<file path="src/source/ibi_pkg.sv">
package ibi_pkg;

    ////////////////////////////////////////
    // Widths
    ////////////////////////////////////////
    localparam int REGF_ADDR_W = 12;                // Register file address
    localparam int MODE_W      = 3;                 // Tx and rx mode codes
    localparam int TGT_ADDR_W  = 8;                 // Target address byte
    localparam int DYN_ADDR_W  = TGT_ADDR_W - 1;    // Dynamic address in bits 7:1
    localparam int CFG_REG_W   = 8;                 // Config and BCR registers
    localparam int STATE_W     = 3;

    ////////////////////////////////////////
    // Serializer / deserializer mode codes
    ////////////////////////////////////////
    localparam logic [MODE_W-1:0] TX_MODE_SERIAL    = 3'd1;
    localparam logic [MODE_W-1:0] TX_MODE_STOP      = 3'd2;
    localparam logic [MODE_W-1:0] TX_MODE_DRIVE_LOW = 3'd4;   // Open-drain ACK
    localparam logic [MODE_W-1:0] RX_MODE_DESER     = 3'd1;

    ////////////////////////////////////////
    // Register file map
    ////////////////////////////////////////
    // Lowest dynamic address handed out to a target
    localparam logic [DYN_ADDR_W-1:0]  FIRST_TGT_ADDRESS = 7'h08;

    // Per-target records of 8 words, BCR at word 6
    localparam logic [REGF_ADDR_W-1:0] BCR_BASE_ADDRESS  = 12'd200;
    localparam logic [REGF_ADDR_W-1:0] BCR_OFFSET        = 12'd6;
    localparam int                     TGT_STRIDE_SHIFT  = 3;

    localparam logic [REGF_ADDR_W-1:0] MDB_ADDRESS       = 12'd107;

    ////////////////////////////////////////
    // Bit positions
    ////////////////////////////////////////
    localparam int CFG_CTRL_ACK_BIT = 0;    // 1 = ACK, 0 = NACK
    localparam int CFG_PAYLOAD_BIT  = 1;    // 1 = read payload, 0 = stop after MDB
    localparam int BCR_MDB_BIT      = 2;    // MDB follows the IBI

    ////////////////////////////////////////
    // IBI FSM state codes
    ////////////////////////////////////////
    localparam logic [STATE_W-1:0] ST_IDLE      = 3'd0;
    localparam logic [STATE_W-1:0] ST_ACK       = 3'd1;
    localparam logic [STATE_W-1:0] ST_NACK      = 3'd2;
    localparam logic [STATE_W-1:0] ST_MDB       = 3'd3;
    localparam logic [STATE_W-1:0] ST_MDB_T_BIT = 3'd4;
    localparam logic [STATE_W-1:0] ST_PAYLOAD   = 3'd5;
    localparam logic [STATE_W-1:0] ST_STOP      = 3'd6;

endpackage

</file>
<file path="src/source/ibi_ctrl_fsm.sv">
module ibi_ctrl_fsm (
    input  logic                         i_ibi_clk,
    input  logic                         i_ibi_rst_n,
    input  logic                         i_ibi_en,
    input  logic                         i_ibi_scl,
    input  logic                         i_ibi_scl_neg_edge,
    input  logic                         i_ibi_rx_mode_done,
    input  logic                         i_ibi_ser_mode_done,
    input  logic                         i_ibi_payload_done,
    input  logic [ibi_pkg::CFG_REG_W-1:0] i_ibi_cfg_reg,
    input  logic [ibi_pkg::CFG_REG_W-1:0] i_ibi_bcr_reg,
    output logic                         o_ibi_pp_od,
    output logic                         o_ibi_tx_en,
    output logic                         o_ibi_rx_en,
    output logic                         o_ibi_cnt_en,
    output logic                         o_ibi_payload_en,
    output logic                         o_ibi_ser_rx_tx,
    output logic                         o_ibi_done,
    output logic [ibi_pkg::MODE_W-1:0]   o_ibi_tx_mode,
    output logic [ibi_pkg::MODE_W-1:0]   o_ibi_rx_mode,
    output logic                         o_load_bcr_addr,
    output logic                         o_load_mdb_addr,
    output logic                         o_rd_req,
    output logic                         o_wr_req
);

    import ibi_pkg::*;

    logic [STATE_W-1:0] state;
    logic               rx_done_d1;      // First delayed copy of rx_mode_done
    logic               rx_done_d2;      // Second delayed copy
    logic               rx_done_seen;    // MDB byte in, waiting for SCL low

    ////////////////////////////////////////
    // Receive-done delay line
    ////////////////////////////////////////
    always_ff @(posedge i_ibi_clk or negedge i_ibi_rst_n)
    begin
        if (!i_ibi_rst_n)
        begin
            rx_done_d1 <= 1'b0;
            rx_done_d2 <= 1'b0;
        end
        else
        begin
            rx_done_d1 <= i_ibi_rx_mode_done;
            rx_done_d2 <= rx_done_d1;
        end
    end

    // The second copy steers the port address to the MDB slot in the same
    // cycle that the write pulse is generated
    assign o_load_mdb_addr = (state == ST_MDB) && rx_done_d2;

    ////////////////////////////////////////
    // Main IBI state machine
    ////////////////////////////////////////
    always_ff @(posedge i_ibi_clk or negedge i_ibi_rst_n)
    begin
        if (!i_ibi_rst_n)
        begin
            state            <= ST_IDLE;
            o_ibi_pp_od      <= 1'b0;
            o_ibi_tx_en      <= 1'b0;
            o_ibi_rx_en      <= 1'b0;
            o_ibi_cnt_en     <= 1'b0;
            o_ibi_payload_en <= 1'b0;
            o_ibi_ser_rx_tx  <= 1'b0;
            o_ibi_done       <= 1'b0;
            o_ibi_tx_mode    <= '0;
            o_ibi_rx_mode    <= '0;
            o_load_bcr_addr  <= 1'b0;
            o_rd_req         <= 1'b0;
            o_wr_req         <= 1'b0;
            rx_done_seen     <= 1'b0;
        end
        else
        begin
            o_ibi_done      <= 1'b0;    // Single-cycle pulse
            o_load_bcr_addr <= 1'b0;

            case (state)
                ST_IDLE:
                begin
                    if (i_ibi_en)
                    begin
                        if (i_ibi_cfg_reg[CFG_CTRL_ACK_BIT])
                        begin
                            // Look up the target's BCR once per IBI
                            o_load_bcr_addr <= ~o_rd_req;
                            o_rd_req        <= 1'b1;
                            if (i_ibi_scl_neg_edge)
                            begin
                                state         <= ST_ACK;
                                o_ibi_tx_en   <= 1'b1;
                                o_ibi_tx_mode <= TX_MODE_DRIVE_LOW;
                                o_ibi_pp_od   <= 1'b0;    // ACK is open drain
                            end
                        end
                        else if (i_ibi_scl_neg_edge)
                        begin
                            state       <= ST_NACK;    // SDA left released
                            o_ibi_tx_en <= 1'b0;
                            o_ibi_pp_od <= 1'b0;
                        end
                    end
                    else
                    begin
                        o_ibi_tx_en <= 1'b0;
                        o_rd_req    <= 1'b0;
                    end
                end

                ST_ACK:
                begin
                    // ACK bit is held through the SCL low phase
                    if (i_ibi_scl)
                    begin
                        o_rd_req <= 1'b0;
                        if (i_ibi_bcr_reg[BCR_MDB_BIT])
                        begin
                            state         <= ST_MDB;
                            o_ibi_tx_en   <= 1'b0;
                            o_ibi_rx_en   <= 1'b1;
                            o_ibi_cnt_en  <= 1'b1;
                            o_ibi_pp_od   <= 1'b1;
                            o_ibi_rx_mode <= RX_MODE_DESER;
                        end
                        else
                        begin
                            state <= ST_STOP;
                        end
                    end
                end

                ST_NACK:
                begin
                    if (i_ibi_scl)
                    begin
                        state <= ST_STOP;
                    end
                end

                ST_MDB:
                begin
                    if (rx_done_d1)
                    begin
                        o_wr_req <= 1'b1;    // Port turns this edge into wr_en
                    end
                    if (rx_done_d2)
                    begin
                        rx_done_seen <= 1'b1;
                    end
                    // Byte in hand, leave on the low phase for the T-bit
                    if ((rx_done_d2 || rx_done_seen) && !i_ibi_scl)
                    begin
                        state         <= ST_MDB_T_BIT;
                        rx_done_seen  <= 1'b0;
                        o_ibi_rx_en   <= 1'b0;
                        o_ibi_cnt_en  <= 1'b0;
                        o_ibi_tx_mode <= TX_MODE_DRIVE_LOW;
                    end
                end

                ST_MDB_T_BIT:
                begin
                    o_wr_req <= 1'b0;
                    if (i_ibi_cfg_reg[CFG_PAYLOAD_BIT])
                    begin
                        // Hand the bus over to the payload reader
                        state            <= ST_PAYLOAD;
                        o_ibi_payload_en <= 1'b1;
                        o_ibi_ser_rx_tx  <= 1'b1;
                    end
                    else if (i_ibi_scl)
                    begin
                        state         <= ST_STOP;
                        o_ibi_tx_en   <= 1'b1;
                        o_ibi_tx_mode <= TX_MODE_DRIVE_LOW;
                    end
                end

                ST_PAYLOAD:
                begin
                    if (i_ibi_payload_done)
                    begin
                        state            <= ST_IDLE;
                        o_ibi_payload_en <= 1'b0;
                        o_ibi_ser_rx_tx  <= 1'b0;
                        o_ibi_pp_od      <= 1'b0;
                        o_ibi_done       <= 1'b1;
                    end
                end

                ST_STOP:
                begin
                    if (!i_ibi_scl)
                    begin
                        o_ibi_tx_en   <= 1'b1;
                        o_ibi_tx_mode <= TX_MODE_STOP;
                    end
                    else if (i_ibi_ser_mode_done)
                    begin
                        state       <= ST_IDLE;    // STOP is on the bus
                        o_ibi_tx_en <= 1'b0;
                        o_ibi_pp_od <= 1'b0;
                        o_ibi_done  <= 1'b1;
                    end
                end

                default:
                begin
                    state <= ST_IDLE;
                end
            endcase
        end
    end

endmodule

</file>
<file path="src/source/ibi_regf_port.sv">
module ibi_regf_port (
    input  logic                           i_ibi_clk,
    input  logic                           i_ibi_rst_n,
    input  logic [ibi_pkg::TGT_ADDR_W-1:0]  i_ibi_tgt_address,
    input  logic                           i_load_bcr_addr,
    input  logic                           i_load_mdb_addr,
    input  logic                           i_rd_req,
    input  logic                           i_wr_req,
    output logic [ibi_pkg::REGF_ADDR_W-1:0] o_ibi_regf_address,
    output logic                           o_ibi_regf_rd_en,
    output logic                           o_ibi_regf_wr_en
);

    import ibi_pkg::*;

    logic [DYN_ADDR_W-1:0]  tgt_index;    // Position of the target's record
    logic [REGF_ADDR_W-1:0] bcr_addr;
    logic                   wr_req_q;

    ////////////////////////////////////////
    // BCR address lookup
    ////////////////////////////////////////
    assign tgt_index = i_ibi_tgt_address[TGT_ADDR_W-1:1] - FIRST_TGT_ADDRESS;
    assign bcr_addr  = (REGF_ADDR_W'(tgt_index) << TGT_STRIDE_SHIFT)
                     + BCR_OFFSET + BCR_BASE_ADDRESS;

    ////////////////////////////////////////
    // Address register and read enable
    ////////////////////////////////////////
    always_ff @(posedge i_ibi_clk or negedge i_ibi_rst_n)
    begin
        if (!i_ibi_rst_n)
        begin
            o_ibi_regf_address <= '0;
            o_ibi_regf_rd_en   <= 1'b0;
        end
        else
        begin
            if (i_load_mdb_addr)
            begin
                o_ibi_regf_address <= MDB_ADDRESS;
            end
            else if (i_load_bcr_addr)
            begin
                o_ibi_regf_address <= bcr_addr;
            end
            o_ibi_regf_rd_en <= i_rd_req;
        end
    end

    ////////////////////////////////////////
    // Write pulse from the request's rising edge
    ////////////////////////////////////////
    always_ff @(posedge i_ibi_clk or negedge i_ibi_rst_n)
    begin
        if (!i_ibi_rst_n)
        begin
            wr_req_q         <= 1'b0;
            o_ibi_regf_wr_en <= 1'b0;
        end
        else
        begin
            wr_req_q         <= i_wr_req;
            o_ibi_regf_wr_en <= i_wr_req & ~wr_req_q;    // One cycle per request
        end
    end

endmodule

</file>
<file path="src/source/ibi_top.sv">
module ibi_top (
    input  logic                           i_ibi_clk,
    input  logic                           i_ibi_rst_n,
    input  logic                           i_ibi_en,
    input  logic                           i_ibi_scl,
    input  logic                           i_ibi_scl_neg_edge,
    input  logic                           i_ibi_rx_mode_done,
    input  logic                           i_ibi_ser_mode_done,
    input  logic                           i_ibi_payload_done,
    input  logic [ibi_pkg::CFG_REG_W-1:0]   i_ibi_cfg_reg,
    input  logic [ibi_pkg::CFG_REG_W-1:0]   i_ibi_bcr_reg,
    input  logic [ibi_pkg::TGT_ADDR_W-1:0]  i_ibi_tgt_address,
    output logic                           o_ibi_pp_od,
    output logic                           o_ibi_tx_en,
    output logic                           o_ibi_rx_en,
    output logic                           o_ibi_cnt_en,
    output logic                           o_ibi_payload_en,
    output logic                           o_ibi_ser_rx_tx,
    output logic                           o_ibi_done,
    output logic [ibi_pkg::MODE_W-1:0]      o_ibi_tx_mode,
    output logic [ibi_pkg::MODE_W-1:0]      o_ibi_rx_mode,
    output logic [ibi_pkg::REGF_ADDR_W-1:0] o_ibi_regf_address,
    output logic                           o_ibi_regf_rd_en,
    output logic                           o_ibi_regf_wr_en
);

    // FSM requests toward the register file
    logic load_bcr_addr;
    logic load_mdb_addr;
    logic rd_req;
    logic wr_req;

    ////////////////////////////////////////
    // Control
    ////////////////////////////////////////
    ibi_ctrl_fsm u_fsm (
        .i_ibi_clk           (i_ibi_clk),
        .i_ibi_rst_n         (i_ibi_rst_n),
        .i_ibi_en            (i_ibi_en),
        .i_ibi_scl           (i_ibi_scl),
        .i_ibi_scl_neg_edge  (i_ibi_scl_neg_edge),
        .i_ibi_rx_mode_done  (i_ibi_rx_mode_done),
        .i_ibi_ser_mode_done (i_ibi_ser_mode_done),
        .i_ibi_payload_done  (i_ibi_payload_done),
        .i_ibi_cfg_reg       (i_ibi_cfg_reg),
        .i_ibi_bcr_reg       (i_ibi_bcr_reg),
        .o_ibi_pp_od         (o_ibi_pp_od),
        .o_ibi_tx_en         (o_ibi_tx_en),
        .o_ibi_rx_en         (o_ibi_rx_en),
        .o_ibi_cnt_en        (o_ibi_cnt_en),
        .o_ibi_payload_en    (o_ibi_payload_en),
        .o_ibi_ser_rx_tx     (o_ibi_ser_rx_tx),
        .o_ibi_done          (o_ibi_done),
        .o_ibi_tx_mode       (o_ibi_tx_mode),
        .o_ibi_rx_mode       (o_ibi_rx_mode),
        .o_load_bcr_addr     (load_bcr_addr),
        .o_load_mdb_addr     (load_mdb_addr),
        .o_rd_req            (rd_req),
        .o_wr_req            (wr_req)
    );

    ////////////////////////////////////////
    // Register file side
    ////////////////////////////////////////
    ibi_regf_port u_regf_port (
        .i_ibi_clk          (i_ibi_clk),
        .i_ibi_rst_n        (i_ibi_rst_n),
        .i_ibi_tgt_address  (i_ibi_tgt_address),
        .i_load_bcr_addr    (load_bcr_addr),
        .i_load_mdb_addr    (load_mdb_addr),
        .i_rd_req           (rd_req),
        .i_wr_req           (wr_req),
        .o_ibi_regf_address (o_ibi_regf_address),
        .o_ibi_regf_rd_en   (o_ibi_regf_rd_en),
        .o_ibi_regf_wr_en   (o_ibi_regf_wr_en)
    );

endmodule

</file>
<file path="config.mk">
export PLATFORM = sky130hd
export DESIGN_NAME = ibi_top
export DESIGN_NICKNAME = d
export VERILOG_FILES = /design/src/source/ibi_pkg.sv /design/src/source/ibi_ctrl_fsm.sv /design/src/source/ibi_regf_port.sv /design/src/source/ibi_top.sv
export SDC_FILE = /design/constraint.sdc
export NUM_CORES = 1
export LEC_CHECK = 0
export BUFFER_PORTS_ARGS = -buffer_cell sky130_fd_sc_hd__buf_2
export CAP_MARGIN = 10
export CELL_PAD_IN_SITES_DETAIL_PLACEMENT = 1
export CELL_PAD_IN_SITES_GLOBAL_PLACEMENT = 2
export CORE_MARGIN = 5
export CORE_UTILIZATION = 29
export DETAILED_ROUTE_END_ITERATION = 6
export GPL_ROUTABILITY_DRIVEN = 0
export PLACE_DENSITY = 0.75
export SETUP_SLACK_MARGIN = 0.5
export SLEW_MARGIN = 10
export SYNTH_ARGS = -nofsm -noshare
export SYNTH_HDL_FRONTEND = slang
export SYNTH_SLANG_ARGS = --single-unit
</file>
<file path="constraint.sdc">
create_clock -name i_ibi_clk -period 2 [get_ports i_ibi_clk]
set_input_delay 0 -clock i_ibi_clk [delete_from_list [all_inputs] [get_ports i_ibi_clk]]
set_output_delay 0 -clock i_ibi_clk [all_outputs]
set_load 0.02 [all_outputs]
</file>
Word level (Yosys, flattened, before mapping)
Index checks and enable logic that the tools add are counted.
{ "word_totals": {"reg_bits": 33, "in_bits": 32, "output_inout_bits": 27} }
{ "op_classes": {"n_addsub": 3, "n_eq_ne": 23, "n_mux": 58, "bitwise_logic": 3, "n_reduce_logical": 24} }
{ "op_table": {"columns": ["op", "count"], "rows": [
  ["2-to-1 mux 3 bit", 18],
  ["2-to-1 mux 1 bit", 29],
  ["inequality test 2 bit, second input constant", 13],
  ["2-to-1 mux 12 bit", 2],
  ["case mux 3 bit (7 select lines)", 1],
  ["AND reduction 8 bit", 2],
  ["AND reduction 7 bit", 2],
  ["adder 12 x 8 -> 12 bit, second input constant", 1],
  ["case mux 3 bit (4 select lines)", 1],
  ["nonzero test 2 bit", 6],
  ["nonzero test 4 bit", 3],
  ["adder 10 x 3 -> 11 bit, second input constant", 1],
  ["case mux 1 bit (2 select lines)", 5],
  ["equality test 3 bit, second input constant", 3],
  ["inequality test 3 bit, second input constant", 3],
  ["AND reduction 3 bit", 3],
  ["case mux 1 bit (4 select lines)", 2],
  ["subtractor 7 x 4 -> 7 bit, second input constant", 1],
  ["equality test 3 x 2 -> 1 bit, second input constant", 2],
  ["AND reduction 2 bit", 2],
  ["AND reduction 4 bit", 1],
  ["equality test 3 x 1 -> 1 bit, second input constant", 1],
  ["logical NOT 3 bit", 1],
  ["logical AND 1 bit", 2],
  ["other kinds (5)", 6]
]} }

Logic depth before layout (Yosys ltp)
Gate-level depths: netlist of run 1.
{ "logic_depth": {"word_depth": 5, "depth_mapped": 7} }

Modules after synthesis
Synthesis of run 1 repeated with hierarchy kept, for this count alone.
{ "unflattened": {"hier_cells": 180, "hier_area_um2": 1737.9} }
{ "by_module_without_submodules": {"columns": ["mod", "instances", "cells_per_inst", "area_each_um2", "seq_area_each_um2"], "rows": [
  ["ibi_ctrl_fsm", 1, 117, 1047.3, 425.4],
  ["ibi_regf_port", 1, 63, 690.7, 350.3]
]} }

Worst setup path before layout of run 1
OpenSTA, ideal clock, no wires.
{ "synth_path": {"path_kind": "reg2reg", "start": "reg u_fsm.state[2]", "end": "reg u_fsm.o_ibi_tx_en", "arrival_time_ns": 1.352, "setup_slack_ns": 0.523, "path_stages_with_launch": 6, "path_buffers": 1, "synth_period_minus_slack_ns": 1.477, "path_cell_list": "dfrtp_1 > buf_2 > nor4b_1 > a21oi_1 > o22ai_1 > mux2_2"} }
{ "synth_via": {"elab_chain_cells": 3} }
{ "synth_rtl": {"columns": ["item", "line", "source"], "rows": [
  ["from (decl)", "ibi_ctrl_fsm.sv:29", "logic [STATE_W-1:0] state;"],
  ["from (signal assigned)", "ibi_ctrl_fsm.sv:62", "state <= ST_IDLE;"],
  ["from (signal assigned)", "ibi_ctrl_fsm.sv:94", "state <= ST_ACK;"],
  ["from (signal assigned)", "ibi_ctrl_fsm.sv:102", "state <= ST_NACK;"],
  ["equality test 3 bit (tied with other cells)", "ibi_ctrl_fsm.sv:82", "case (state)"],
  ["inequality test 3 bit (no line) (tied with other cells)", null, null],
  ["AND reduction 7 bit (no line)", null, null],
  ["to (signal assigned)", "ibi_ctrl_fsm.sv:95", "o_ibi_tx_en <= 1'b1;"],
  ["to (signal assigned)", "ibi_ctrl_fsm.sv:103", "o_ibi_tx_en <= 1'b0;"],
  ["to (signal assigned)", "ibi_ctrl_fsm.sv:109", "o_ibi_tx_en <= 1'b0;"],
  ["to (decl)", "ibi_ctrl_fsm.sv:13", "output logic o_ibi_tx_en,"]
]} }
Parallel ways exist; a longest one is shown, timed or not.
A chain may end at the register's enable or synchronous reset.

Worst setup path in the final report of run 1
{ "layout_path": {"start": "reg u_fsm.state[0]", "end": "reg u_fsm.state[1]"} }
{ "layout_via": {"elab_chain_cells": 3} }
{ "layout_rtl": {"columns": ["item", "line"], "rows": [
  ["equality test 3 x 2 -> 1 bit (tied with other cells)", "ibi_ctrl_fsm.sv:82"],
  ["inequality test 2 bit (no line)", null],
  ["AND reduction 7 bit (no line)", null]
]} }
Parallel ways exist; a longest one is shown, timed or not.

==> results of run 1 <==
worst max-delay path: cells and delay by family, from the launching register on:
| family | cells | cell delay [ps] |
|---|---|---|
| AND/OR/NAND/NOR | 1 | 140 |
| AO/OA/AOI/OAI | 4 | 680 |
| flip-flops | 1 | 460 |
| buffers and inverters | 1 | 140 |
layout by cell type, fill, tap and decap left out, drive strengths merged, types with 2 or more instances in the layout:
| cell type | netlist | layout |
|---|---|---|
| inv | 7 | 7 |
| nor2 | 11 | 11 |
| a31oi | 7 | 7 |
| a41oi | 2 | 2 |
| and3 | 3 | 3 |
| a21oi | 13 | 13 |
| nand3 | 4 | 4 |
| o21ai | 21 | 21 |
| xnor2 | 4 | 4 |
| buf | 12 | 63 |
| conb | 1 | 4 |
| ha | 4 | 4 |
| a22oi | 2 | 2 |
| clkbuf | 4 | 6 |
| o31ai | 2 | 2 |
| nor4b | 2 | 2 |
| mux2i | 2 | 2 |
| o22ai | 3 | 3 |
| dfrtp | 31 | 31 |
| nand2b | 4 | 4 |
| dlygate4sd3 | 0 | 2 |
| a21o | 3 | 3 |
| nand2 | 24 | 24 |
| nor2b | 5 | 5 |
per-stage QoR:
stage	worst slack (ps)	hold WS, ps
after floorplan	523	-296
after global placement	283	96.0
after detailed placement	278	96.5
after CTS	468	10.3
after global routing	408	17.3
final	467	20.3
logic make-up (layout without fill, tap and decap cells):
| group | after synthesis | in the layout | synth area share [%] |
|---|---|---|---|
| XOR/XNOR | 4 | 4 | 1.99 |
| AO/OA/AOI/OAI | 63 | 63 | 23.7 |
| multiplexers | 3 | 3 | 1.78 |
| flip-flops | 31 | 31 | 44.1 |
| buffers and inverters | 24 | 81 | 7.53 |
| adder cells (fa/ha/maj) | 4 | 4 | 2.84 |
| other | 1 | 4 | 0.213 |
| AND/OR/NAND/NOR | 61 | 61 | 17.9 |
layer usage:
layer	share of wire, %	routed length, um	global-route usage [%]
met4	1.0	48	4.74
met5	0	0	0
met1	46	2190	16.8
met2	48	2290	22.1
met3	5.1	242	3.86
cell type report:
class | instances | area (um^2)
clock buffer | 6 | 82.6
clock inverter | 2 | 35.0
fill | 723 | 3620
inverter | 8 | 33.8
multi-input combinational | 139 | 873
sequential | 31 | 779
tap | 75 | 93.8
timing repair buffer | 65 | 400
repair_timing:
| item | 4_1_cts | 5_1_grt |
|---|---|---|
| setup buffers | 10 | 4 |
| cloned | 0 | 0 |
| pin swaps | 2 | 0 |
| endpoints found under the setup margin | 15 | 8 |
| hold buffers | 2 | 0 |
| endpoints found under the hold margin | 32 | 0 |
| resized for setup | 9 | 3 |
power by group through the flow:
stage	Sequential, mW	Clock [mW]	Combinational, mW
final	1.08	0.642	1.69
after global routing	1.11	0.693	1.86
after CTS	1.08	0.663	1.64
after detailed placement	1.12	0	1.44
after global placement	1.11	0	1.42
after floorplan	1.23	0	0.864
final timing paths:
path | slack, ps | to | startpoint | cells after the start
max in group asynchronous | 1230 | u_fsm.state[2] | i_ibi_rst_n | 2
setup reg to reg | 470 | u_fsm.state[1] | u_fsm.state[0] | 6
min in group asynchronous | 280 | u_fsm.o_ibi_done | i_ibi_rst_n | 2
hold / removal | 20 | u_regf_port.o_ibi_regf_address[3] | i_ibi_tgt_address[1] | 4
hold reg to reg | 390 | u_regf_port.o_ibi_regf_wr_en | u_regf_port.wr_req_q | 1
setup / recovery | 470 | u_fsm.state[1] | u_fsm.state[0] | 6
==> results.cfg, run 1 <==
[outcome]
status = complete, no violations

[floorplan]
num_rows = 28
die_h_um = 87.9
core_area_um2 = 5920
fp.dieW_um = 87.9
io-pin-count = 59
die_area_um2 = 7730
initial_utilization_pct = 29.7

[routing]
wire_per_inst_um = 14.6
antenna_left = 0
firstDrtPassIters = 4
drtIter0Drc = 40
wl_um = 4770
vias = 1608
drc = 0
routed_via_density = 4.93

[placement]
placed_cell_area_um2 = 2030
placed_cells = 302
place_hpwl_um = 3380
numPortBuffers = 40

[power_and_ir_drop]
p_sw_share_pct = 39.8
leakagePower_nw = 1.08
p_comb_share_pct = 49.6
sequentialPowerShare_pct = 31.6
powerDensity_nw_per_um2 = 1480
peakVddDrop_v = 0.000499
total_power_mw = 3.41
clockPowerShare_pct = 18.8
switching_power_mw = 1.36
intPower_mw = 2.05

[clock_network]
root_buffer = clkbuf_8
cts.sinks = 31
cts_buffers = 5
insertion_delay_ps = 280
clk_pin_slew_ps = 70
htreeDepth = 2
cts_tree = done
clockBufferDepth = 2

[sta]
finalClockSkew_ps = 6.60
tns_ps = 0
post-route-period-util_pct = 76.7
maxSlewHeadroom_pct = 54.3
hold_viol = 0
setup_viol = 0
post-route-min-period_ps = 1530
worst_slew_pin_slew_ps = 686
rsz0062_at_grt = true
max_freq_ghz = 0.652
maxSlewViolCount = 0

[synth]
synth_top_area_share_pct = 44.1
syn-cell-area_um2 = 1760
synth_common_cells = dfrtp_1 (31), nand2_1 (24), o21ai_0 (20), a21oi_1 (13), nor2_1 (11)
yosysTopAreaCell = dfrtp_1
synth_area_per_cell_um2 = 9.22
synthCells = 191
ys_types = 47
synth_seq_cells = 31
dominantRegCellSynth = dfrtp_1
synth_edf_count = 0
ys_warn_count = 0
ys_seq_area_share_pct = 44.1
synth_async_sr_flop_share_pct = 100
synth_most_common_cell = dfrtp_1
netlist_top_cells_area = dfrtp_1 (44%), o21ai_0 (5.7%), nand2_1 (5.1%)

[finish]
fin_util_pct = 38.8
reg_top3 = u_regf_port.o_ibi_regf_address (11), u_fsm.state (3), u_fsm.o_ibi_tx_mode (2)
top_register = u_regf_port.o_ibi_regf_address
fin_cells = 326
area_growth_pct = 30.6
antenna_cells = 0
drive_above_1_share_pct = 35.5
nNetsFinal = 286
largest_reg_flops = 11
finish.instance_area_um2 = 2300

[setup_path]
path_class = reg2reg
arrival_ps = 1710
cpMaxStageDelayCell = dfrtp_2
crit_chain = buf_6 > nand3b_4 > a32o_2 > a21o_4 > o21ai_2 > o31ai_2
critPathMaxFanout = 6
end_kind = flop
crit_path_max_incr_delay_ps = 460
start_kind = flop
critPathRequiredTime_ps = 2170

[grt]
grt_start_max_net_pins = 32
grt_usage_pct = 13.4
antenna_found_initial = 0
grt_first_pass_wirelength_um = 8070
grt_remaining_overflow = 0
grt_pass1_vias = 1696

[worst_hold_path]
hold_class = in2reg

[run]
drv_cap = 0
(Power assumes the default switching activity.)
==> run 2, diff against run 1 <==
Settings changed: CORE_UTILIZATION 29 to 26, PLACE_DENSITY 0.75 to 0.71.
Clock period 2 ns to 1.4 ns, I/O delays scaled along.
==> run 2 against run 1 <==
Against the previous run:
- the run now ends with negative setup slack left
- core utilization rose by 2.7 points
- die area rose by 10%
- count of clock-buffer cells in the layout decreased by 1
- hold slack improved by 9.4 ps
- final cell count increased by 7.7%
- combinational power up 98%
- sequential share of layout area fell by 5.9 points
- critical endpoint unchanged
==> results.cfg, run 2 (synthesis results as in run 1) <==
[clock_network]
clockBufferDepth = 2
root_buffer = clkbuf_8
cts_tree = done
cts_buffers = 5
insertion_delay_ps = 280
cts.sinks = 31
clk_pin_slew_ps = 70
htreeDepth = 2

[setup_path]
crit_chain = and3b_2 > a32o_2 > a21o_4 > o21ai_2 > o31ai_2
ff2ff_setup_slack_ps = -90
critPathRequiredTime_ps = 1570
reg2reg_from = u_fsm.state[0]
path_buf_inv = 0
path_class = reg2reg
rr_endpoint = u_fsm.state[1]
cpMaxStageDelayCell = dfrtp_2
arrival_ps = 1650
start_kind = flop
r2r_cells = 5
crit_path_max_incr_delay_ps = 460
critPathMaxFanout = 8
end_kind = flop
cp_top_family = compound AO/OA/AOI/OAI gates

[worst_hold_path]
min_from = i_ibi_tgt_address[1]
hold_class = in2reg
hold-path-endpoint = u_regf_port.o_ibi_regf_address[3]
hold_path_depth = 4

[placement]
numPortBuffers = 40
placed_cell_area_um2 = 2280
placed_cells = 328
place_hpwl_um = 3940
place_ws_ps = -94.0

[outcome]
violations = negative setup slack
status = finished with violations

[floorplan]
core_area_um2 = 6680
fp.dieW_um = 92.3
num_rows = 30
initial_utilization_pct = 26.3
io-pin-count = 59
die_h_um = 92.3
die_area_um2 = 8520

[finish]
area_growth_pct = 57.6
finish.instance_area_um2 = 2770
drive_above_1_share_pct = 50.6
antenna_cells = 0
mostFrequentLayoutCells = buf_2 (38), dfrtp_1 (30), buf_4 (21)
regArea_um2 = 777
fill_cells = 787
final_common_cell = buf_2
reg_top3 = u_regf_port.o_ibi_regf_address (11), u_fsm.state (3), u_fsm.o_ibi_tx_mode (2)
fin_cells = 351
top_register = u_regf_port.o_ibi_regf_address
largest_reg_flops = 11
nNetsFinal = 306
fin_util_pct = 41.5
multiInputGateArea_um2 = 1080

[routing]
routed_via_density = 4.83
antenna_left = 0
vias = 1694
wl_um = 5580
firstDrtPassIters = 4
drc = 0
wire_per_inst_um = 15.9
drtIter0Drc = 17

[sta]
maxSlewViolCount = 0
setup_ws_ps = -85.3
rsz0062_at_grt = true
post-route-period-util_pct = 106
hold_viol = 0
post-route-min-period_ps = 1490
hold_ws_ps = 29.7
setup_viol = 8
max_freq_ghz = 0.673
finalClockSkew_ps = 3.39

[grt]
grt_first_pass_wirelength_um = 9130
grt_usage_pct = 13.6
grt_start_max_net_pins = 18
antenna_found_initial = 0
grt_remaining_overflow = 0
grt_pass1_vias = 1790

[power_and_ir_drop]
powerDensity_nw_per_um2 = 2080
leakagePower_nw = 1.26
peakVddDrop_v = 0.000790

[run]
drv_cap = 0
## run 2: cell types whose count changed in the layout (fill, tap and decap cells not counted), moves of 6 or more
cell,delta
o21ai_0,-16
buf_6,+18
o21ai_1,+9
nand2_1,-6
o21ai_2,+6
## run 2: report_power, final
part	leakage (nW)	switching (mW)	internal (mW)
Sequential	0.371	0.272	1.25
Clock	0.0581	0.356	0.529
Combinational	0.832	1.70	1.65
Total	1.26	2.33	3.43
## run 2: metrics by stage
step | setup TNS (ps) | power [mW]
after floorplan | 0 | 3.15
after global placement | -219 | 4.08
after detailed placement | -504 | 4.11
after CTS | -213 | 5.41
after global routing | -887 | 6.20
final | -308 | 5.76
## run 2: metal layers
layer	GRT usage, %	vias to the layer above	wire, um
li1	-	830	-
met4	4.08	0	70
met2	23.0	36	2900
met1	16.9	823	2360
met5	0	-	0
met3	3.36	5	244
## run 2: what timing repair did
item | in CTS | in global routing
hold buffers | 2 | 0
pin swaps | 9 | 11
buffers inserted | 9 | 4
cloned | 0 | 0
gates resized for setup | 33 | 42
hold endpoints to repair | 17 | 0
setup endpoints to repair | 26 | 30
## run 2: how the worst max path moves through the flow
stage / from / to / cells after the start
after global routing: u_fsm.state[2] / u_fsm.o_ibi_tx_en / 5
after detailed placement: u_fsm.state[0] / u_fsm.state[1] / 5
final: u_fsm.state[0] / u_fsm.state[1] / 5
after floorplan: u_fsm.state[0] / u_fsm.state[1] / 6
after global placement: u_fsm.state[0] / u_fsm.state[1] / 5
after CTS: u_fsm.state[0] / u_fsm.state[1] / 5
## run 2: worst reg2reg max path, cell delays in order (launching register included)
cell	delay (ps)
dfrtp_2	460
and3b_2	250
a32o_2	240
a21o_4	210
o21ai_2	130
o31ai_2	80
## run 2: cell type report
type	instances	area share [%]
multi-input combinational	139	39.0
sequential	31	28.0
tap	80	3.61
clock buffer	5	2.48
timing repair buffer	85	24.1
clock inverter	3	1.58
inverter	8	1.26
==> run 3, diff against run 2 <==
Settings changed: ABC_AREA set to 1, CORE_UTILIZATION 26 to 25.
==> run 3 against run 2 <==
Against the previous run:
- the run now ends clean
- design area is 6.3% lower
- clock skew increased by 2.8 ps
- worst setup slack improved by 140 ps
- via count is 2.7% lower
==> results.cfg, run 3 <==
[floorplan]
num_rows = 30
die_h_um = 94.1
io-pin-count = 59
initial_utilization_pct = 25.9
core_area_um2 = 6830
die_area_um2 = 8860
fp.dieW_um = 94.1

[routing]
drtIter0Drc = 53
vias = 1648
wire_per_inst_um = 12.9
wl_um = 5000
drc = 0
routed_via_density = 4.26
antenna_left = 0
firstDrtPassIters = 4

[setup_path]
reg2reg_from = u_fsm.state[1]
arrival_ps = 1570
cpMaxStageDelayCell = dfrtp_2
path_buf_inv = 2
cp_top_family = simple AND/OR/NAND/NOR gates
crit_path_max_incr_delay_ps = 480
start_kind = flop
path_class = reg2reg
critPathMaxFanout = 7
crit_chain = buf_4 > buf_4 > nor2_4 > nand2_2 > nand3_1 > nand3_1 > nand2_1
critPathRequiredTime_ps = 1620
end_kind = flop
setup.worst_path.start = u_fsm.state[1]

[sta]
rsz0062_at_grt = true
max_freq_ghz = 0.742
hold_viol = 0
post-route-period-util_pct = 96.3
post-route-min-period_ps = 1350
finalClockSkew_ps = 6.18
setup_viol = 0
maxSlewViolCount = 0

[power_and_ir_drop]
leakagePower_nw = 1.34
total_power_mw = 5.41
powerDensity_nw_per_um2 = 2080
peakVddDrop_v = 0.000805

[finish]
nNetsFinal = 326
top_register = u_regf_port.o_ibi_regf_address
largest_reg_flops = 11
area_growth_pct = 47.0
final_common_cell = nand2_1
finish.instance_area_um2 = 2600
antenna_cells = 0
drive_above_1_share_pct = 46.7
mostFrequentLayoutCells = nand2_1 (54), buf_2 (37), dfrtp_1 (28)
reg_top3 = u_regf_port.o_ibi_regf_address (11), u_fsm.state (3), u_fsm.o_ibi_tx_mode (2)
fin_util_pct = 38.1

[grt]
grt_remaining_overflow = 0
grt_pass1_vias = 1686
grt_start_max_net_pins = 32
grt_usage_pct = 11.8
grt_first_pass_wirelength_um = 8160
antenna_found_initial = 0

[synth]
dominantRegCellSynth = dfrtp_1
synthCells = 221
synth_edf_count = 0
synth_area_per_cell_um2 = 8.01
yosysTopAreaCell = dfrtp_1
ys_types = 28
synth_common_cells = nand2_1 (66), dfrtp_1 (31), nand3_1 (24), inv_1 (19), nor2_1 (17)
synth_async_sr_flop_share_pct = 100
ys_warn_count = 0
ys_seq_area_share_pct = 43.8
netlist_top_cells_area = dfrtp_1 (44%), nand2_1 (14%), nand3_1 (6.8%)
synth_seq_cells = 31
syn-cell-area_um2 = 1770
synth_most_common_cell = nand2_1
synth_top_area_share_pct = 43.8

[worst_hold_path]
min_from = i_ibi_tgt_address[3]
hold_class = in2reg

[clock_network]
clk_pin_slew_ps = 70
clockBufferDepth = 2
cts_buffers = 5
insertion_delay_ps = 280
htreeDepth = 2
cts_tree = done
root_buffer = clkbuf_8
cts.sinks = 31

[outcome]
status = complete, no violations

[placement]
placed_cell_area_um2 = 2160
numPortBuffers = 40
place_hpwl_um = 3730

[run]
drv_cap = 0
-- run 3: cell count changes after synthesis, sizes merged, moves of 10 or more --
cell	before	now
nand2	24	75
a21oi	13	3
inv	7	23
nand3	4	26
o21ai	21	9
nor2	11	24
-- run 3: timing repair --
item	4_1_cts	5_1_grt
buffers inserted	4	3
endpoints found under the hold margin	35	0
pin swaps	7	15
resized for setup	25	38
hold buffers	5	0
cloned	0	0
endpoints found under the setup margin	27	27
-- run 3: logic make-up after synthesis --
logic type	synth area share [%]
flip-flops	43.8
adder cells (fa/ha/maj)	2.83
XOR/XNOR	1.98
buffers and inverters	10.1
other	0.212
AO/OA/AOI/OAI	4.17
AND/OR/NAND/NOR	36.8
-- run 3: layout make-up --
type / instances / area, um^2
clock buffer: 6 / 82.6
clock inverter: 2 / 35.0
fill: 853 / 4230
inverter: 23 / 111
multi-input combinational: 160 / 996
sequential: 31 / 779
tap: 96 / 120
timing repair buffer: 69 / 475
-- run 3: final timing paths --
kind / end / slack (ps) / depth (start not counted)
worst min-delay path: u_regf_port.o_ibi_regf_address[5] / 70 / 3
worst min register to register: u_regf_port.wr_req_q / 380 / 0
min in group asynchronous: u_fsm.o_ibi_done / 270 / 3
worst max-delay path: u_fsm.state[0] / 50 / 7
worst max register to register: u_fsm.state[0] / 50 / 7
max in group asynchronous: u_fsm.state[2] / 800 / 3
-- run 3: power by group --
group          internal, mW  total (mW)  switching, mW  leakage, nW
combinational          1.20        2.93           1.73        0.905
sequential             1.25        1.55          0.304        0.373
clock                 0.576       0.926          0.351       0.0612
total                  3.02        5.41           2.39         1.34
-- run 3: routing by layer --
layer / global-route usage [%] / vias up / wire length [um] / part of all wire (%)
met5: 0 / - / 0 / 0
met4: 3.37 / 0 / 64 / 1.3
met3: 3.04 / 9 / 207 / 4.1
met2: 18.5 / 33 / 2370 / 47
met1: 16.0 / 777 / 2360 / 47
li1: - / 829 / - / -
-- run 3: metrics by stage --
step / TNS, ps / hold slack [ps] / setup WS (ps) / instances
2_1_floorplan: 0 / -296 / 220 / 224
3_3_place_gp: -165 / 48.2 / -109 / 367
3_5_place_dp: -174 / 56.9 / -111 / 367
4_1_cts: 0 / 41.9 / 59.8 / 384
5_1_grt: -199 / 86.2 / -53.2 / 387
6_report: 0 / 65.7 / 51.5 / 387
-- run 3: worst min-delay path, delay by kind of cell --
kind,cells,cell delay [ps]
compound gates,1,60
buf+inv,1,110
xor+xnor,1,150
